$ cat src/loader_pkg.sv
// Memory loader shared definitions
// Widths, the peer memory request record, download kinds and loader states
// used by the memory-loading path of the home-computer top level

package loader_pkg;

	// One byte of the shared memory
	typedef logic [7:0] byte_t;

	// Shared memory address, low 64 KB is computer RAM, upper half holds tape images
	typedef logic [17:0] addr_t;

	// Address as seen by the computer core
	typedef logic [15:0] c64_addr_t;

	// Memory request from any peer, held until granted
	typedef struct packed {
		logic  req;
		logic  we;
		addr_t addr;
		byte_t data;
	} mem_req_t;

	// Host download index
	typedef enum logic [7:0] {
		DL_OTHER = 8'd0,
		DL_PRG   = 8'd4,
		DL_TAP   = 8'd6
	} dl_kind_e;

	// PRG loader FSM
	typedef enum logic [1:0] {
		PRG_IDLE,
		PRG_HDR,
		PRG_DATA,
		PRG_PTRS
	} prg_state_e;

	localparam addr_t     TAP_BASE_DEF = 18'h20000;
	localparam c64_addr_t PTR_END_ADDR = 16'h0100;

endpackage

$ cat src/prg_loader.sv
// PRG loader
// Writes a PRG download into computer RAM at the address given by its
// two header bytes, then sets the BASIC start and end pointers in the
// zero page and pulses load_done_o

`timescale 1ns/100ps

module prg_loader (
	input  logic                  clk_sys,
	input  logic                  reset_n,
	input  logic                  dl_active_i,
	input  loader_pkg::dl_kind_e  dl_kind_i,
	input  logic                  dl_wr_i,
	input  loader_pkg::addr_t     dl_addr_i,
	input  loader_pkg::byte_t     dl_data_i,
	output loader_pkg::mem_req_t  mem_req_o,
	input  logic                  mem_gnt_i,
	output logic                  pending_o,
	output logic                  load_done_o
);

	import loader_pkg::*;

	prg_state_e state;
	mem_req_t   req_q;
	logic       active_q;
	c64_addr_t  load_addr;
	c64_addr_t  start_addr;
	c64_addr_t  end_addr;
	c64_addr_t  sweep_addr;
	logic       ptr_hit;
	byte_t      ptr_data;

	logic prg_dl;
	logic prg_wr;
	logic prg_end;

	assign prg_dl  = dl_active_i && (dl_kind_i == DL_PRG);
	assign prg_wr  = prg_dl && dl_wr_i;
	assign prg_end = active_q && !dl_active_i && (dl_kind_i == DL_PRG);

	assign mem_req_o = req_q;
	assign pending_o = req_q.req;

	// Zero-page pointers: TXT/SAVE_START get the start, VAR/ARY/STR/LOAD_END the end
	always_comb begin
		ptr_hit  = 1'b1;
		ptr_data = start_addr[7:0];
		case (sweep_addr)
			16'h002B, 16'h00AC:                 ptr_data = start_addr[7:0];
			16'h002C, 16'h00AD:                 ptr_data = start_addr[15:8];
			16'h002D, 16'h002F, 16'h0031, 16'h00AE: ptr_data = end_addr[7:0];
			16'h002E, 16'h0030, 16'h0032, 16'h00AF: ptr_data = end_addr[15:8];
			default:                            ptr_hit  = 1'b0;
		endcase
	end

	always_ff @(posedge clk_sys) begin
		if (!reset_n) begin
			state       <= PRG_IDLE;
			req_q       <= '0;
			active_q    <= 1'b0;
			load_done_o <= 1'b0;
		end else begin
			active_q    <= dl_active_i;
			load_done_o <= 1'b0;
			if (mem_gnt_i) begin
				req_q.req <= 1'b0;
			end

			case (state)
				// ============================================================
				// Header: two bytes of load address
				// ============================================================
				PRG_IDLE, PRG_HDR: begin
					if (prg_dl) state <= PRG_HDR;
					if (prg_wr && dl_addr_i == addr_t'(0)) begin
						load_addr[7:0]  <= dl_data_i;
						start_addr[7:0] <= dl_data_i;
						end_addr[7:0]   <= dl_data_i;
					end
					if (prg_wr && dl_addr_i == addr_t'(1)) begin
						load_addr[15:8]  <= dl_data_i;
						start_addr[15:8] <= dl_data_i;
						end_addr[15:8]   <= dl_data_i;
						state            <= PRG_DATA;
					end
					if (prg_end) state <= PRG_IDLE;
				end
				// ============================================================
				// Payload bytes, one write per strobe
				// ============================================================
				PRG_DATA: begin
					if (prg_wr) begin
						req_q     <= '{req: 1'b1, we: 1'b1, addr: addr_t'(load_addr),
						               data: dl_data_i};
						load_addr <= load_addr + 16'd1;
						end_addr  <= end_addr + 16'd1;
					end
					if (prg_end) begin
						sweep_addr <= '0;
						state      <= PRG_PTRS;
					end
				end
				// ============================================================
				// Zero-page sweep, waits for each write before moving on
				// ============================================================
				PRG_PTRS: begin
					if (!req_q.req) begin
						if (sweep_addr == PTR_END_ADDR) begin
							load_done_o <= 1'b1;
							state       <= PRG_IDLE;
						end else begin
							if (ptr_hit) begin
								req_q <= '{req: 1'b1, we: 1'b1, addr: addr_t'(sweep_addr),
								           data: ptr_data};
							end
							sweep_addr <= sweep_addr + 16'd1;
						end
					end
				end
				default: state <= PRG_IDLE;
			endcase
		end
	end

endmodule

$ cat config.mk
export PLATFORM = sky130hd
export DESIGN_NAME = prg_loader
export DESIGN_NICKNAME = d
export VERILOG_FILES = /design/src/loader_pkg.sv /design/src/prg_loader.sv
export SDC_FILE = /design/constraint.sdc
export NUM_CORES = 1
export LEC_CHECK = 0
export BUFFER_PORTS_ARGS = -buffer_cell sky130_fd_sc_hd__buf_2
export CAP_MARGIN = 20
export CORE_AREA = 4 4 126 128
export DETAILED_ROUTE_END_ITERATION = 10
export DIE_AREA = 0 0 130 132
export HOLD_SLACK_MARGIN = 0.12
export PLACE_DENSITY_LB_ADDON = 0.15
export RECOVER_POWER = 25
export SYNTH_ARGS = -nofsm -noshare
export SYNTH_HDL_FRONTEND = slang
export SYNTH_SLANG_ARGS = --single-unit
$ cat constraint.sdc
create_clock -name clk_sys -period 3.45 [get_ports clk_sys]
set_input_delay 0.69 -clock clk_sys [delete_from_list [all_inputs] [get_ports clk_sys]]
set_output_delay 0.69 -clock clk_sys [all_outputs]
set_load 0.03 [all_outputs]
==> summary.txt, run 1 <==
Clocking
  • Root Buffer: clkbuf_16
  • # hold bufs at CTS: 0
  • Clock tree sinks: 94
  • Num CTS Buffers: 9
  • Clk_lat worst skew: ~350 ps
  • Clock Path Buffers: 2
  • CTS tree: done
  • Setup bufs post-CTS: 0
  • H-tree levels: 3
  • Clk pin slew, worst setup/hold paths: ~70 ps
  • Number of gates resized after CTS: 0

Finish
  • # nets final: between 500 and 600
  • FF/Latch Area: between 2000 and 3000 um^2
  • Final Util: 0.3762
  • Commonest non-fill, non-tap cell in the layout: edfxtp_1
  • # fillers: around 1600
  • Share of layout cells above drive strength 1: 0.1444
  • Area of the multi-input gates: between 2000 and 2500 um^2
  • Most used cells in the layout excluding fill and tap cells: edfxtp_1 (64), a21oi_1 (55), nand3_1 (49)
  • Area growth, synth to finish: 16.68%
  • Antenna cells: 0

Detailed routing
  • Iteration-0 DRC Markers: approximately 330
  • Post-DRT Antenna Nets: 0
  • Vias per cell: between 5 and 6
  • WL/cell: roughly 17 um
  • Routed wire length: approximately 13000 um
  • DRC viols: 0
  • Via count: around 3900
  • Pre-antenna DRT Iters: 4

Timing
  • Max-slew headroom: -0.1310
  • Fin. max-slew vios: 39
  • Maximum operating frequency: ~0.35 GHz
  • Fin. Hold Viols: 0
  • Post-route clock period utilization: 0.8223
  • Tightest Pin Transition: 1697 ps
  • Fin crit period: roughly 2800 ps
  • Final setup viols: 0
  • TNS Setup: 0 ps
  • Hold slack: roughly 470 ps
  • RSZ-0062 raised after global routing: false
  • Clock Skew: 7.773 ps

GRT
  • Grt ovf: 0
  • Largest net degree at the start of global routing: 39
  • First-pass GRT wire length: approximately 21000 um
  • Initial antenna violation count: 0
  • GR Util All Layers: 0.1532
  • Vias in the first global route: about 3800

Setup path
  • Startpoint Class: flop
  • CP Max Fanout: 10
  • Worst Path Required: between 3000 and 4000 ps
  • WP depth: 9
  • Delay-heaviest family, CP: compound AO/OA/AOI/OAI gates
  • Max stage delay cell, worst path: nor3_2
  • Setup crit end: mem_req_o[12]
  • Reg-to-reg setup timing slack: around 610 ps
  • CP Capture Type: flop
  • Crit-path max cell delay: around 610 ps
  • R2R Path End: mem_req_o[12]
  • Worst path bufs/invs: 2
  • Reg-to-reg startpoint: sweep_addr[0]
  • FF-to-FF path depth: 9
  • WS Path Type: reg2reg
  • Crit path from: sweep_addr[0]
  • Crit-path cells: inv_1, ha_1, mux2i_1, nor3b_2, buf_4, nor3_2, a311oi_2, a22oi_1, a21oi_1
  • WP data arrival: just over 3000 ps

Logic synthesis
  • Synth cell types: 48
  • #FFs+latches synth: 94
  • Post-Syn Area per Cell: around 10 um^2
  • Number of synthesized flops with an enable pin: 64
  • Synth warnings: 0
  • Seq/Total Area, Yosys: 0.5264
  • Most used flip-flop cell after synthesis: edfxtp_1
  • Synthesized cell area: 4792 um^2
  • Cell count after synthesis: 481
  • Async SR Flop Fraction: 0

Run
  • Max_cap viols: 1

Pwr
  • Leak: around 1.8 nW
  • VDD IR max: about 200 uV
  • Cell Pwr Density: 405.9 nW/um^2

Die
  • Die Wd: between 100 and 150 um
  • Initial Util: 0.3224
  • Rows: 45
  • Top Ports: a little under 70
  • Die ar.: roughly 17000 um^2
  • Core ar.: between 10000 and 15000 um^2
  • Die height: 132 um

Run status
  • Failing checks: max-capacitance violations, max-slew violations
  • Status: finished, violations left

Placement
  • Final Wtd Congestion: ~0.84
  • Port Buf Inserts: 66
  • Detailed Place HPWL: around 9000 um

Min path
  • Hold WC Path Type: reg2reg
[layer usage]
metal  vias to the layer above  share of wire  track usage
li1                       1886              -            -
met1                      1889           0.48       0.2292
met2                       103           0.45       0.2232
met3                        17          0.052      0.02188
met5                         -              0            0
met4                         0          0.017      0.05716
[stage by stage]
stage | std cells | area (um^2) | worst slack [ps] | power [mW]
after floorplan | 482 | 4796 | 295.1 | 1.250
after global placement | 718 | 5313 | 560.7 | 1.284
after detailed placement | 718 | 5313 | 518.6 | 1.286
after CTS | 734 | 5605 | 581.8 | 2.290
after global routing | 735 | 5592 | 356.5 | 2.342
final | 735 | 5592 | 613.2 | 2.270
[tightest hold or removal path, stage by stage, from the launching register on]
cell and delay [ps]:
dfxtp_1 310, nand3_1 60, a21oi_1 50
[logic make-up (layout without fill, tap and decap cells)]
group / after synthesis / after routing / synth area share
AO/OA/AOI/OAI: 101 / 101 / 0.1305
XOR/XNOR: 37 / 37 / 0.06762
adder cells (fa/ha/maj): 6 / 6 / 0.01567
buffers and inverters: 34 / 99 / 0.03368
flip-flops: 94 / 94 / 0.5264
multiplexers: 1 / 1 / 0.002089
other: 1 / 2 / 0.0007825
AND/OR/NAND/NOR: 207 / 207 / 0.2232
[report_power, final]
part	total, mW	leakage (nW)	switching [mW]	internal, mW
clock network	1.01	0.141	0.431	0.576
logic	0.0642	0.838	0.0385	0.0256
registers	1.20	0.859	0.000354	1.20
total	2.27	1.84	0.470	1.80
[area by class of cell]
cell class	count	share of cell area
flip-flops and latches	94	0.4511
multi-input cells	354	0.3793
repair buffers	78	0.07183
clock buffers	11	0.04341
well taps	188	0.04207
clock inverters	5	0.008951
inverters	5	0.003356
[registers in the layout (all words and copies together), names as in the netlist]
register,count
end_addr,16
pending_o,1
start_addr,16
mem_req_o,25
state,2
load_addr,16
sweep_addr,16
active_q,1
load_done_o,1
[Yosys cell counts (3+ instances only)]
cell / instances / area share
edfxtp_1: 64 / 0.40
a21oi_1: 55 / 0.057
nand3_1: 49 / 0.051
nand2_1: 47 / 0.037
nor2_1: 35 / 0.027
dfxtp_1: 30 / 0.13
xor2_1: 24 / 0.044
clkbuf_1: 16 / 0.013
nand2b_1: 15 / 0.020
and3_1: 13 / 0.017
xnor2_1: 13 / 0.024
nand4_1: 11 / 0.014
a31oi_1: 10 / 0.013
a221oi_1: 9 / 0.016
o21ai_0: 7 / 0.0073
a22oi_1: 6 / 0.0094
buf_2: 6 / 0.0063
ha_1: 6 / 0.016
nor4_1: 6 / 0.0078
or2_2: 6 / 0.0078
a31o_1: 5 / 0.0091
inv_1: 5 / 0.0039
or3_1: 5 / 0.0065
a31o_2: 3 / 0.0055
and2_1: 3 / 0.0039
buf_4: 3 / 0.0047
[worst min-delay path by stage]
stage | startpoint | to | slack (ps) | cells past startpoint
global placement | mem_req_o[14] | mem_req_o[14] | 460 | 2
global route | mem_req_o[21] | mem_req_o[21] | 500 | 2
finish | mem_req_o[19] | mem_req_o[19] | 470 | 2
CTS | mem_req_o[22] | mem_req_o[22] | 470 | 2
floorplan | state[1] | state[1] | 510 | 2
detailed placement | mem_req_o[21] | mem_req_o[21] | 460 | 2
Note: power is estimated with default switching activity, not from simulation.
==> run 2: changes to the inputs <==
--- a/config.mk
+++ b/config.mk
@@ -5,11 +5,12 @@
 export SDC_FILE = /design/constraint.sdc
 export NUM_CORES = 1
 export LEC_CHECK = 0
+export ABC_AREA = 1
 export BUFFER_PORTS_ARGS = -buffer_cell sky130_fd_sc_hd__buf_2
 export CAP_MARGIN = 20
-export CORE_AREA = 4 4 126 128
+export CORE_AREA = 4 4 134 136
 export DETAILED_ROUTE_END_ITERATION = 10
-export DIE_AREA = 0 0 130 132
+export DIE_AREA = 0 0 138 140
 export HOLD_SLACK_MARGIN = 0.12
 export PLACE_DENSITY_LB_ADDON = 0.15
 export RECOVER_POWER = 25
==> constraint.sdc (replaced) <==
create_clock -name clk_sys -period 2.8 [get_ports clk_sys]
set_input_delay 0.56 -clock clk_sys [delete_from_list [all_inputs] [get_ports clk_sys]]
set_output_delay 0.56 -clock clk_sys [all_outputs]
set_load 0.03 [all_outputs]
==> summary.txt, run 2 <==
Die
  • Rows: 48 (+6.7%)
  • Core ar.: 16940 um^2 (+14%)
  • Initial Util: 0.3208 (-0.001616)
  • Top Ports: 69 (unchanged)
  • Die height: 140 um (+6.1%)
  • Die ar.: 19320 um^2 (+13%)
  • Die Wd: 138 um (+6.2%)

Logic synthesis
  • Most used flip-flop cell after synthesis: edfxtp_1
  • Commonest cells post-synth: nand2_1 (202), nor2_1 (114), inv_1 (78)
  • Synth area leader: edfxtp_1
  • Synth top area cells: edfxtp_1 (35%), nand2_1 (14%), dfxtp_1 (11%)
  • Synthesized cell area: 5433 um^2 (+13%)
  • Most numerous cell in the Yosys netlist: nand2_1
  • Seq/Total Area, Yosys: 0.4643 (-0.06207)
  • #FFs+latches synth: 94 (unchanged)
  • Post-Syn Area per Cell: 7.493 um^2 (-25%)
  • Cell count after synthesis: 725 (+51%)
  • Top cell type's share of synthesized area: 0.3538 (-0.04729)
  • Async SR Flop Fraction: 0 (unchanged)
  • Number of synthesized flops with an enable pin: 64 (unchanged)
  • Synth cell types: 38 (-21%)
  • Synth warnings: 0 (unchanged)

GRT
  • GR Util All Layers: 0.1591 (+0.005817)
  • Largest net degree at the start of global routing: 32 (-18%)
  • Grt ovf: 0 (unchanged)
  • Initial antenna violation count: 0 (unchanged)
  • First-pass GRT wire length: 24670 um (+19%)
  • Vias in the first global route: 4658 (+24%)
  • GRT Max-Usage Layer: met2
  • Met3 global-route usage: 0.03551 (+0.01363)
  • Met1 Use GR: 0.2033 (-0.02595)
  • Grt met2 use: 0.2744 (+0.05120)

Timing
  • Clock Skew: 8.766 ps (+0.9928 ps)
  • Fin. max-slew vios: 0 (-100%)
  • TNS Setup: 0 ps (unchanged)
  • Max-slew headroom: 0.3522 (+0.4832)
  • Fin crit period: 2403 ps (-433.7 ps)
  • Maximum operating frequency: 0.4161 GHz (+18%)
  • Final setup viols: 0 (unchanged)
  • Tightest Pin Transition: 971.7 ps (-724.8 ps)
  • Hold slack: 427.0 ps (-41.91 ps)
  • Final setup margin: 396.9 ps (-216.3 ps)
  • Post-route clock period utilization: 0.8583 (+0.03600)
  • Fin. Hold Viols: 0 (unchanged)
  • RSZ-0062 raised after global routing: false

Finish
  • Commonest non-fill, non-tap cell in the layout: nand2_1
  • Area growth, synth to finish: 15.61%
  • Antenna cells: 0 (unchanged)
  • # nets final: 841 (+43%)
  • FF/Latch Area: 2522 um^2 (unchanged)
  • Most used cells in the layout excluding fill and tap cells: nand2_1 (202), nor2_1 (114), inv_1 (78)
  • # fillers: 1845 (+19%)
  • Finished Layout Cells: 1026 (+40%)
  • Area of the multi-input gates: 2485 um^2 (+17%)
  • Max FFs per register: 25 (unchanged)
  • Share of layout cells above drive strength 1: 0.1161 (-0.02832)

Detailed routing
  • Routed wire length: 15300 um (+21%)
  • Pre-antenna DRT Iters: 5 (+1)
  • WL/cell: 14.91 um (-14%)
  • Vias per cell: 4.745 (-10%)
  • DRC viols: 0 (unchanged)
  • Post-DRT Antenna Nets: 0 (unchanged)
  • Via count: 4868 (+25%)
  • Iteration-0 DRC Markers: 299 (-10%)

Setup path
  • Worst Path Required: 3040 ps (-610 ps)
  • FF-to-FF path depth: 11 (+2)
  • Startpoint Class: flop
  • Crit path top cell by count: nand3_1
  • WP data arrival: 2650 ps (-390 ps)
  • R2R Path End: mem_req_o[5]
  • Delay-heaviest family, CP: simple AND/OR/NAND/NOR gates
  • Crit-path cells: ha_1, nand3_1, inv_2, nand3_1, nand3_2, nand2_2, nand4_2, nand2_4, clkinv_1, nand2_1, a21oi_2
  • CP Capture Type: flop
  • Reg-to-reg startpoint: sweep_addr[0]
  • Crit-path max cell delay: 450 ps (-160 ps)
  • Reg-to-reg setup timing slack: 400 ps (-220 ps)
  • CP Max Fanout: 17 (+7)
  • Worst path bufs/invs: 2 (unchanged)
  • Max stage delay cell, worst path: edfxtp_1
  • WS Path Type: reg2reg

Clocking
  • CTS tree: done
  • Num CTS Buffers: 9 (unchanged)
  • Root Buffer: clkbuf_16
  • Clock tree sinks: 94 (unchanged)
  • Clk_lat worst skew: 350 ps (about the same)
  • Clk pin slew, worst setup/hold paths: 70 ps (about the same)
  • Clock Path Buffers: 2 (unchanged)
  • # hold bufs at CTS: 0 (unchanged)
  • Setup bufs post-CTS: 0 (unchanged)
  • H-tree levels: 3 (unchanged)
  • Number of gates resized after CTS: 0 (unchanged)

Min path
  • Hold WC Path Type: in2reg
  • Hold path endpoint: active_q
  • Number of cells on the worst hold path: 3 (+1)
  • Worst Hold Launch: dl_active_i

Placement
  • DP Worst Slack: 368.0 ps (-150.6 ps)
  • Port Buf Inserts: 66 (unchanged)
  • Final Wtd Congestion: 0.9204 (+9.7%)
  • Cells after DPL: 1010 (+41%)
  • Detailed Place HPWL: 11450 um (+29%)

Pwr
  • Leak: 2.568 nW (+40%)
  • VDD IR max: 290.8 uV (+46%)
  • Cell Pwr Density: 441.8 nW/um^2 (+8.8%)

Run
  • Max_cap viols: 0 (-1)

Run status
  • Status: completed
run 2: tightest hold or removal path: stages:
cell,delay [ps]
buf_2,100
nand2_1,50
inv_1,40
run 2: kinds of logic after synthesis:
kind of cell | after synthesis | synth area share
AND/OR/NAND/NOR | 433 | 0.3457
buffers and inverters | 106 | 0.07992
flip-flops | 94 | 0.4643
AO/OA/AOI/OAI | 76 | 0.08107
XOR/XNOR | 9 | 0.01451
adder cells (fa/ha/maj) | 6 | 0.01382
other | 1 | 0.0006903
run 2: metal layers:
metal / vias to the layer above / wire length (um)
li1: 2510 / -
met1: 2248 / 7160
met2: 91 / 7400
met3: 19 / 498
met4: 0 / 243
met5: - / 0
run 2: report_power, final:
group | total (mW) | switching [mW] | internal (mW)
sequential | 1.48 | 0.00119 | 1.48
clock | 1.22 | 0.577 | 0.639
combinational | 0.0799 | 0.0511 | 0.0288
total | 2.77 | 0.630 | 2.15
run 2: how the worst max path moves through the flow:
| stage | start | endpoint | slack [ps] | cells after the start |
|---|---|---|---|---|
| after floorplan | dl_kind_i[1] | sweep_addr[0] | 220 | 7 |
| after global placement | dl_kind_i[1] | end_addr[7] | 410 | 11 |
| after detailed placement | dl_kind_i[1] | end_addr[5] | 370 | 11 |
| after CTS | sweep_addr[0] | mem_req_o[26] | 390 | 11 |
| after global routing | sweep_addr[0] | mem_req_o[5] | 200 | 11 |
| final | sweep_addr[0] | mem_req_o[5] | 400 | 11 |
run 2: area by class of cell:
type | instances | area share
inverters | 85 | 0.05080
well taps | 225 | 0.04482
flip-flops and latches | 94 | 0.4016
repair buffers | 80 | 0.06175
clock inverters | 5 | 0.006773
clock buffers | 11 | 0.03865
multi-input cells | 526 | 0.3956
run 2: stage by stage:
stage          cell area [um^2]  power (mW)    util
3_5_place_dp               6048       1.594  0.3571
3_3_place_gp               6048       1.592  0.3571
2_1_floorplan              5441       1.546       -
5_1_grt                    6281       2.896  0.3709
4_1_cts                    6334       2.825  0.3740
6_report                   6281       2.775  0.3709
