**config.mk**
```make
export PLATFORM = sky130hd
export DESIGN_NAME = tape_reader
export DESIGN_NICKNAME = d
export VERILOG_FILES = /design/src/loader_pkg.sv /design/src/tape_reader.sv
export SDC_FILE = /design/constraint.sdc
export NUM_CORES = 1
export LEC_CHECK = 0
export BUFFER_PORTS_ARGS = -buffer_cell sky130_fd_sc_hd__buf_2
export CORE_ASPECT_RATIO = 0.9
export CORE_UTILIZATION = 59
export CTS_CLUSTER_DIAMETER = 200
export CTS_CLUSTER_SIZE = 16
export DETAILED_ROUTE_END_ITERATION = 10
export GPL_ROUTABILITY_DRIVEN = 1
export GPL_TIMING_DRIVEN = 0
export MAX_ROUTING_LAYER = met4
export PLACE_DENSITY = 0.89
export SYNTH_ARGS = -nofsm -noshare
export SYNTH_HDL_FRONTEND = slang
export SYNTH_SLANG_ARGS = --single-unit
export TNS_END_PERCENT = 30
```
**constraint.sdc**
```tcl
create_clock -name clk_sys -period 5 [get_ports clk_sys]
set_clock_uncertainty 0.05 [all_clocks]
set_input_delay 1.5 -clock clk_sys [delete_from_list [all_inputs] [get_ports clk_sys]]
set_output_delay 1.5 -clock clk_sys [all_outputs]
set_load 0.05 [all_outputs]
```
**src/loader_pkg.sv**
```systemverilog
// Memory loader shared definitions
// Widths, the peer memory request record, download kinds and loader states
// used by the memory-loading path of the home-computer top level

package loader_pkg;

	// One byte of the shared memory
	typedef logic [7:0] byte_t;

	// Shared memory address, low 64 KB is computer RAM, upper half holds tape images
	typedef logic [17:0] addr_t;

	// Address as seen by the computer core
	typedef logic [15:0] c64_addr_t;

	// Memory request from any peer, held until granted
	typedef struct packed {
		logic  req;
		logic  we;
		addr_t addr;
		byte_t data;
	} mem_req_t;

	// Host download index
	typedef enum logic [7:0] {
		DL_OTHER = 8'd0,
		DL_PRG   = 8'd4,
		DL_TAP   = 8'd6
	} dl_kind_e;

	// PRG loader FSM
	typedef enum logic [1:0] {
		PRG_IDLE,
		PRG_HDR,
		PRG_DATA,
		PRG_PTRS
	} prg_state_e;

	localparam addr_t     TAP_BASE_DEF = 18'h20000;
	localparam c64_addr_t PTR_END_ADDR = 16'h0100;

endpackage

```
**src/tape_reader.sv**
```systemverilog
// Tape reader
// Stores a TAP download at TAP_BASE and plays it back one byte at a time
// toward the cassette consumer, honouring its full flag

`timescale 1ns/100ps

module tape_reader #(
	parameter loader_pkg::addr_t TAP_BASE = loader_pkg::TAP_BASE_DEF
) (
	input  logic                  clk_sys,
	input  logic                  reset_n,
	input  logic                  dl_active_i,
	input  loader_pkg::dl_kind_e  dl_kind_i,
	input  logic                  dl_wr_i,
	input  loader_pkg::addr_t     dl_addr_i,
	input  loader_pkg::byte_t     dl_data_i,
	input  logic                  tape_play_i,
	input  logic                  tape_full_i,
	output loader_pkg::mem_req_t  mem_req_o,
	input  logic                  mem_gnt_i,
	input  logic                  mem_rvalid_i,
	input  loader_pkg::byte_t     mem_rdata_i,
	output logic                  pending_o,
	output loader_pkg::byte_t     tape_data_o,
	output logic                  tape_valid_o,
	output logic                  tape_end_o
);

	import loader_pkg::*;

	mem_req_t req_q;
	logic     active_q;
	logic     rd_busy;
	addr_t    play_addr;
	addr_t    tap_len;
	addr_t    dl_len;

	logic tap_dl;
	logic tap_start;
	logic tap_done;
	logic rd_ok;

	assign tap_dl    = dl_active_i && (dl_kind_i == DL_TAP);
	assign tap_start = tap_dl && !active_q;
	assign tap_done  = active_q && !dl_active_i && (dl_kind_i == DL_TAP);
	assign rd_ok     = tape_play_i && !tape_full_i && !req_q.req && !rd_busy &&
	                   !tap_dl && (play_addr != tap_len);

	assign mem_req_o = req_q;
	// Only download writes hold off the host
	assign pending_o = req_q.req & req_q.we;

	always_ff @(posedge clk_sys) begin
		if (!reset_n) begin
			req_q        <= '0;
			active_q     <= 1'b0;
			rd_busy      <= 1'b0;
			play_addr    <= '0;
			tap_len      <= '0;
			tape_valid_o <= 1'b0;
			tape_end_o   <= 1'b0;
		end else begin
			active_q     <= dl_active_i;
			tape_valid_o <= 1'b0;
			tape_end_o   <= (tap_len != '0) && (play_addr == tap_len) && !rd_busy;

			if (mem_gnt_i) begin
				req_q.req <= 1'b0;
				if (!req_q.we) begin
					rd_busy   <= 1'b1;
					play_addr <= play_addr + addr_t'(1);
				end
			end
			if (mem_rvalid_i && rd_busy) begin
				tape_data_o  <= mem_rdata_i;
				tape_valid_o <= 1'b1;
				rd_busy      <= 1'b0;
			end

			// New tape download restarts playback from the beginning
			if (tap_start) begin
				play_addr <= '0;
				tap_len   <= '0;
				dl_len    <= '0;
				rd_busy   <= 1'b0;
				req_q.req <= 1'b0;
			end else if (tap_dl && dl_wr_i) begin
				req_q  <= '{req: 1'b1, we: 1'b1, addr: TAP_BASE + dl_addr_i, data: dl_data_i};
				dl_len <= dl_addr_i + addr_t'(1);
			end else if (tap_done) begin
				tap_len <= dl_len;
			end else if (rd_ok) begin
				req_q <= '{req: 1'b1, we: 1'b0, addr: TAP_BASE + play_addr, data: '0};
			end
		end
	end

endmodule

```
==> results.txt, run 1 <==
* Number of instances resized during post-cts repair: 0
- Together, buffers and inverters on the worst path number 1.
- The detailed router finished its first iteration with 306 violations.
- In this run, CTS created clock tree buffers numbering 9.
- Cell row count: 29
* Worst stage delay on the critical path: 0.76 ns
- Leakage power total: 2.08 nW
* Start of the worst register-to-register path: active_q
- The average instance in the mapped netlist occupies 9.77 µm².
- Number of cells on the worst reg-to-reg path: 3
* Antenna violation net count after detailed routing: 0
* End point of the most critical hold path: mem_req_o[22]
- Full die area: 0.00780 mm²
- Dividing the final minimum period by the clock period gives 0.791.
- The initial utilization of the core area, before any placement, comes to 0.618.
* Final setup viols: 0
- The post-synthesis compound-gate area fraction was 0.125.
- The worst-case IR drop observed on VDD is 0.187 mV.
- After clock tree synthesis, the flow added hold-fix buffers numbering 0.
* Ant diodes: 0
- For this run, asynchronously set or reset flops after synthesis account for 0.
- The multi-input combinational cells in the finished layout cover a total of 0.00204 mm².
- PwrDens: 286 mW/mm²
* Post-CTS setup buffer count: 0
- Cell with the biggest individual delay on the critical path: sky130_fd_sc_hd__nor2_2
* Max-capacitance violation count: 0
- TritonCTS built the clock tree.
* Clock-pin slew reported for the worst setup and hold paths after clock tree synthesis: 0.10 ns
* Area of the core region: 0.00711 mm²
- Across every metal layer, demand over resource in global routing totals 0.310.
* WHS Path Cells: 2
* Critical path's top delay family: simple AND/OR/NAND/NOR gates
* Final Net Count: 601
* Antenna violations before repair: 0
- Cell taking the most area after synthesis: sky130_fd_sc_hd__dfxtp_1
* Post-DP HPWL: 8.62 mm
- Global placer's final weighted congestion: 0.947
- Synthesis produced a netlist with a net count of 502.
* Critical R2R Capture: dl_len[3]
- Yosys attributes the largest share of cell area to sky130_fd_sc_hd__dfxtp_1 31%, sky130_fd_sc_hd__edfxtp_1 18%, sky130_fd_sc_hd__xnor2_1 5.6%, sky130_fd_sc_hd__nor2_1 5.6%, sky130_fd_sc_hd__a221oi_2 5.1%.
* Root Driver: sky130_fd_sc_hd__clkbuf_8
* Maximum number of pins on one net before global-route repair: 20
- Die X-Extent: 93.0 µm
- Post-Route Hold Slack: 0.420 ns
* Count of pins on the block boundary: 89
- Counting along the longest clock path gives a buffer depth of 2.
- Max Fanout on Critical Path: 18
* Detailed-route DRC error count: 0
- After detailed routing, the average wire length per cell comes to 17.7 µm.
- Area growth from synthesis to final layout: 17.2%
* Minimum period implied by the final worst setup slack: 3.95 ns
* Fraction of final layout cells with drive strength greater than 1: 0.249
- Walking the worst path, the cells encountered are buf_2, nor4bb_1, nand3_1, nor2_1, nor2_1, nor2_2.
- The clock reaches the later pin of the worst-skew pair after 0.38 ns.
* Capturing element type of the critical path: flip-flop
* GRT overflow: 0
* Post-DR vias/cell: 5.92
* Number of sinks driven by the clock tree: 94
- Fill cell count: 521
* Via count of the routed design: 3,831
- Of the total synthesized cell area, the portion taken by XOR and XNOR cells is 0.0956.
* Cell with the most instances after synthesis: sky130_fd_sc_hd__dfxtp_1
- In this run the tool buffered the top-level ports with 88 buffer cells.
- For this run, the register share of the synthesized area comes to 0.487.
* Worst Setup Start Kind: input port
- The sequential cells in the finished layout cover a total of 0.00214 mm².
- Summed over all layers, the routed wires come to 11.4 mm.
- Least setup slack across all paths after layout: 1.05 ns
* Worst slew pin tran: 0.958 ns
- Top cells by count, synth: 68 x sky130_fd_sc_hd__dfxtp_1, 65 x sky130_fd_sc_hd__nor2_1, 29 x sky130_fd_sc_hd__nand3_1
- The first global-routing pass estimated 18.0 mm of wire.
- Post-synth EDFFs: 26
- At the placement stage, the worst setup path has a slack of 0.225 ns.
- The count of final hold-check violations came to 0.
- Via count of the first global-routing pass: 3,652
- RSZ-0062 raised after global routing: false
* Worst Hold Class: flip-flop to flip-flop
- Data required, critical path: 4.94 ns
- Of the total synthesized cell area, the portion taken by AND, OR, NAND and NOR gates is 0.192.
* Hold Path Origin: mem_req_o[22]
- Of the post-synthesis cell area, the part taken by muxes is 0.0455.
- Static timing analysis puts the maximum clock frequency at 0.253 GHz.
* Total count of max-transition violations in the final report: 0
* Flop2flop setup slack: 2.56 ns
- The mapped netlist covers 0.00440 mm².
- Number of synthesized register bits: 94
- The Yosys step of the flow raised 0 warnings.
- Of the post-synthesis cell area, the dominant cell type holds 0.310.
* Syn Inst Count: 450
* Worst slew margin relative to its limit: 0.361
- Unique cell type count in the Yosys netlist: 45
- Area share of fa/ha/maj cells after synthesis: 0.00569
- The H-tree was split into 3 levels.
- Detailed-routing iteration count for the pre-antenna-repair pass: 5
- Most used cell along the critical path: sky130_fd_sc_hd__nor2_1
* CP arrival: 3.90 ns
- The critical path in this run is classified as input port to flip-flop.
- Chip Height: 83.9 µm
- After synthesis, the largest family of logic cells by area is simple AND/OR/NAND/NOR gates.
- The most used flip-flop cell after synthesis is sky130_fd_sc_hd__dfxtp_1.
- The run finished with clean final reports.
- Final TNS setup: 0 ns
[sequential cells by signal, indices dropped and copies added, names as in the netlist]
name / flops
rd_busy: 1
tap_len: 18
play_addr: 18
tape_valid_o: 1
dl_len: 18
tape_end_o: 1
active_q: 1
tape_data_o: 8
mem_req_o: 28
[placed cells by master (no fill, tap or decap), drive strengths merged, types with 23 or more instances in the layout]
cell,n
nand2,23
buf,97
nor2,67
clkbuf,25
nand3,29
o21ai,29
dfxtp,68
inv,27
xnor2,28
edfxtp,26
[layer usage]
| layer | share of wire | global-route usage | vias to the layer above |
|---|---|---|---|
| met2 | 0.49 | 0.495 | 183 |
| met4 | 0.030 | 0.119 | 0 |
| met3 | 0.081 | 0.0683 | 35 |
| met5 | 0 | - | - |
| met1 | 0.40 | 0.384 | 1833 |
| li1 | - | - | 1780 |
[worst reg2reg max path: stages (launching register included)]
cell and delay, ns:
sky130_fd_sc_hd__dfxtp_1 0.37, sky130_fd_sc_hd__nor2_1 0.73, sky130_fd_sc_hd__nor2_1 0.15, sky130_fd_sc_hd__nor2_2 0.76
[layout make-up]
class                           instances  area share
Timing Repair Buffer                   88      0.0855
Sequential cell                        94       0.416
Inverter                               21      0.0153
Buffer                                 25      0.0262
Clock buffer                            9      0.0240
Clock inverter                          7      0.0143
Tap cell                               93      0.0226
Multi-Input combinational cell        310       0.396
[through the flow]
stage	cells	cell area [µm²]	util	total power [W]
3_3_place_gp	631	4950	0.696	0.000972
5_1_grt	647	5150	0.724	0.00151
4_1_cts	647	5150	0.724	0.00147
2_1_floorplan	450	4400	-	0.000919
3_5_place_dp	631	4950	0.696	0.000977
6_report	647	5150	0.724	0.00147
[logic make-up after synthesis]
family          after synthesis
fa+ha+maj                     2
compound gates               71
flops                        94
simple gates                169
mux                          20
buf+inv                      46
xor+xnor                     48
[power breakdown]
part	switching, W	internal [W]	total (W)
clock network	0.000310	0.000201	0.000511
registers	0.00000946	0.000794	0.000804
logic	0.000106	0.0000535	0.000159
[worst max path at each step]
stage | startpoint | end | slack, ns | cells after the start
final | dl_kind_i[0] | dl_len[3] | 1.05 | 6
after global routing | dl_kind_i[5] | dl_len[4] | 0.94 | 6
after CTS | dl_kind_i[0] | dl_len[2] | 0.60 | 6
after detailed placement | dl_kind_i[0] | dl_len[2] | 0.23 | 6
after global placement | dl_kind_i[5] | dl_len[2] | 0.40 | 6
after floorplan | dl_kind_i[5] | dl_len[0] | 1.23 | 6
Power figures use the tool's default switching activity.
==> inputs of run 2 (changes only) <==
--- a/config.mk
+++ b/config.mk
@@ -7,14 +7,14 @@
 export LEC_CHECK = 0
 export BUFFER_PORTS_ARGS = -buffer_cell sky130_fd_sc_hd__buf_2
 export CORE_ASPECT_RATIO = 0.9
-export CORE_UTILIZATION = 59
+export CORE_UTILIZATION = 55
 export CTS_CLUSTER_DIAMETER = 200
 export CTS_CLUSTER_SIZE = 16
 export DETAILED_ROUTE_END_ITERATION = 10
 export GPL_ROUTABILITY_DRIVEN = 1
 export GPL_TIMING_DRIVEN = 0
 export MAX_ROUTING_LAYER = met4
-export PLACE_DENSITY = 0.89
+export PLACE_DENSITY = 0.84
 export SYNTH_ARGS = -nofsm -noshare
 export SYNTH_HDL_FRONTEND = slang
 export SYNTH_SLANG_ARGS = --single-unit
==> constraint.sdc (replaced) <==
create_clock -name clk_sys -period 3.9 [get_ports clk_sys]
set_clock_uncertainty 0.05 [all_clocks]
set_input_delay 1.17 -clock clk_sys [delete_from_list [all_inputs] [get_ports clk_sys]]
set_output_delay 1.17 -clock clk_sys [all_outputs]
set_load 0.05 [all_outputs]
==> run 2 against run 1 <==
Effect of this change:
- first-iteration DRC count down 24%
- sequential power up 28%
- non-clock buffer count up 1
- critical endpoint is now dl_len[0]
- critical path type unchanged
- core utilization down 5.0 points
- total power up 26%
- combinational power up 28%
==> results.txt, run 2 (synthesis results as in run 1) <==
- Global placer's final weighted congestion: 0.874 (was 0.947)
* Area growth from synthesis to final layout: 17.4% (was 17.2%)
* Final core utilization: 0.674 (was 0.724)
* Root Driver: sky130_fd_sc_hd__clkbuf_8 (unchanged)
- The relative slew slack was 0.558 (was 0.361).
* Logic gate share of total power: 0.109 (was 0.108)
* Total count of max-transition violations in the final report: 0 (unchanged)
- The number of cells traversed by the worst hold path was 2 (unchanged).
- Chip Height: 86.8 µm (was 83.9 µm)
* Via count of the first global-routing pass: 3,705 (was 3,652)
- Minimum period implied by the final worst setup slack: 3.39 ns
- Number of cells on the worst reg-to-reg path: 8 (was 3)
- The kind of path behind the tightest hold check is flip-flop to flip-flop (unchanged).
- The maximum number of pins on one net before global-route repair came to 17 (was 20).
* Full die area: 0.00835 mm² (was 0.00780 mm²)
- The estimated wirelength of the detail-placed design came to 8.53 mm (was 8.62 mm).
* Worst Setup Start Kind: input port (unchanged)
- Final hold violation count: 0 (unchanged)
- Data required, critical path: 3.92 ns (was 4.94 ns)
* Clock-pin slew reported for the worst setup and hold paths after clock tree synthesis: 0.09 ns (was 0.10 ns)
- The share of post-route cells with drive strength above 1 came to 0.250 (was 0.249).
- Clock share of power: 0.335 (was 0.347)
- The number of hold buffers added after cts was 0 (unchanged).
- The post-route cell area is 0.00516 mm² (was 0.00515 mm²).
* PwrDens: 359 mW/mm² (was 286 mW/mm²)
* Sw Pwr: 0.000496 W (was 0.000425 W)
- The DRC violation count after routing was 0 (unchanged).
- Switching share of power: 0.267 (was 0.288)
- Via count of the routed design: 3,795 (was 3,831)
- Antenna violations before repair: 0 (unchanged)
- The number of buffers added by the clock tree synthesis step came to 9 (unchanged).
- Starting density of the core: 0.574 (was 0.618)
- Max-capacitance violation count: 0 (unchanged)
- DRC violation total after the first TritonRoute iteration: 232 (was 306)
- The count of endpoints failing setup in the final report came to 0 (unchanged).
- Ant diodes: 0 (unchanged)
- The total track usage is 0.299 (was 0.310).
- Routed Wire Length: 11.5 mm (was 11.4 mm)
* Hold Path Origin: mem_req_o[18] (was mem_req_o[22])
- CP arrival: 3.41 ns (was 3.90 ns)
- Commonest cells after routing, fill and taps aside: 93 x sky130_fd_sc_hd__buf_2, 68 x sky130_fd_sc_hd__dfxtp_1, 63 x sky130_fd_sc_hd__nor2_1 (was 93 x sky130_fd_sc_hd__buf_2, 68 x sky130_fd_sc_hd__dfxtp_1, 64 x sky130_fd_sc_hd__nor2_1).
- The core area is 0.00766 mm² (was 0.00711 mm²).
- Max FFs per register: 28 (unchanged)
- The peak supply drop came to 0.186 mV (was 0.187 mV).
- Number of sinks driven by the clock tree: 94 (unchanged)
- Final Net Count: 602 (was 601)
- The level count of the clock H-tree came to 3 (unchanged).
- Sequential group share of total power: 0.555 (was 0.545)
- F_max: 0.295 GHz
- The most common cell after layout, fill and taps aside is sky130_fd_sc_hd__buf_2 (unchanged).
* Run status: complete, no violations (unchanged)
* Capturing element type of the critical path: flip-flop (unchanged)
- The worst reg2reg path endpoint is mem_req_o[24] (was dl_len[3]).
- The cell total after placement was 635 (was 631).
* Start of the worst register-to-register path: play_addr[12] (was active_q)
* Flop2flop setup slack: 1.66 ns (was 2.56 ns)
- Wire length of the first global-routing pass: 17.9 mm (was 18.0 mm)
* TritonCTS clock tree: done (unchanged)
- The post-route setup TNS was 0 ns (unchanged).
- The kind of critical path is input port to flip-flop (unchanged).
- Port Buffer Count: 88 (unchanged)
* Worst slew pin tran: 0.663 ns (was 0.958 ns)
- Die X-Extent: 96.2 µm (was 93.0 µm)
- The number of optimization iterations in the first detailed-route pass came to 5 (unchanged).
* Count of pins on the block boundary: 89 (unchanged)
- Post-Route Hold Slack: 0.414 ns (was 0.420 ns)
* Avg WL per Cell: 17.6 µm (was 17.7 µm)
- The count of nets left with antenna violations after detail routing is 0 (unchanged).
* GRT overflow: 0 (unchanged)
- Max Fanout on Critical Path: 10 (was 18)
* RSZ-0062 raised after global routing: false (unchanged)
- Clock network latency to the later pin of the worst-skew pair: 0.37 ns (was 0.38 ns)
* Cell area reported after detailed placement: 0.00496 mm² (was 0.00495 mm²)
- CTS Buffer Depth: 2 (unchanged)
- Final instance count without filler cells: 651 (was 647)
* Tcrit/Tclk final: 0.871
- The average vias per placed instance was 5.83 (was 5.92).
- The static leakage was 2.08 nW (about the same).
* End point of the most critical hold path: mem_req_o[18] (was mem_req_o[22])
* Cell row count: 30 (was 29)
* Internal power: 0.00136 W (was 0.00105 W)
-- run 2: cell count changes in the layout (fill, tap and decap cells not counted), sizes merged --
cell and change:
buf +1, clkbuf +1, clkinv +4, inv -5
-- run 2: metal layers --
layer  global-route usage  vias to the layer above  share of wire
met4               0.0896                        0          0.011
li1                     -                     1777              -
met1                0.379                     1832           0.42
met3               0.0684                       18          0.072
met5                    -                        -              0
met2                0.477                      168           0.50
-- run 2: layout make-up --
cell class / instances / area, µm²
Timing Repair Buffer: 89 / 448
Fill cell: 594 / 2500
Multi-Input combinational cell: 310 / 2040
Tap cell: 96 / 120
Sequential cell: 94 / 2140
Clock buffer: 10 / 149
Inverter: 21 / 78.8
Clock inverter: 6 / 43.8
Buffer: 25 / 135
-- run 2: how the worst max path moves through the flow --
stage                  from         to  slack, ns  depth (start not counted)
2_1_floorplan  dl_kind_i[5]  dl_len[0]       0.46                          6
3_3_place_gp   dl_kind_i[5]  dl_len[2]      -0.34                          6
3_5_place_dp   dl_kind_i[0]  dl_len[4]      -0.22                          7
4_1_cts        dl_kind_i[0]  dl_len[4]       0.12                          7
5_1_grt        dl_kind_i[0]  dl_len[0]       0.28                          8
6_report       dl_kind_i[0]  dl_len[0]       0.51                          8
-- run 2: critical path, stage by stage --
cell	delay, ns
sky130_fd_sc_hd__buf_2	0.10
sky130_fd_sc_hd__nor4bb_1	0.36
sky130_fd_sc_hd__nand3_1	0.25
sky130_fd_sc_hd__nor2_2	0.37
sky130_fd_sc_hd__buf_2	0.32
sky130_fd_sc_hd__nor2_1	0.08
sky130_fd_sc_hd__nor2_2	0.46
sky130_fd_sc_hd__buf_4	0.28
-- run 2: what timing repair did --
action	in CTS	in global routing
setup buffers	0	0
endpoints found under the setup margin	0	9
gates resized for setup	0	2
-- run 2: metrics by stage --
stage,worst slack [ns],total power [W]
floorplan,0.465,0.00118
global placement,-0.345,0.00125
detailed placement,-0.215,0.00125
CTS,0.116,0.00186
global route,0.282,0.00192
finish,0.505,0.00186
-- run 2: power groups by stage --
| stage | registers [W] | clock network [W] | logic [W] |
|---|---|---|---|
| 4_1_cts | 0.00103 | 0.000628 | 0.000202 |
| 3_3_place_gp | 0.00105 | 0 | 0.000194 |
| 6_report | 0.00103 | 0.000622 | 0.000203 |
| 5_1_grt | 0.00103 | 0.000669 | 0.000219 |
| 2_1_floorplan | 0.00109 | 0 | 0.0000855 |
| 3_5_place_dp | 0.00105 | 0 | 0.000201 |
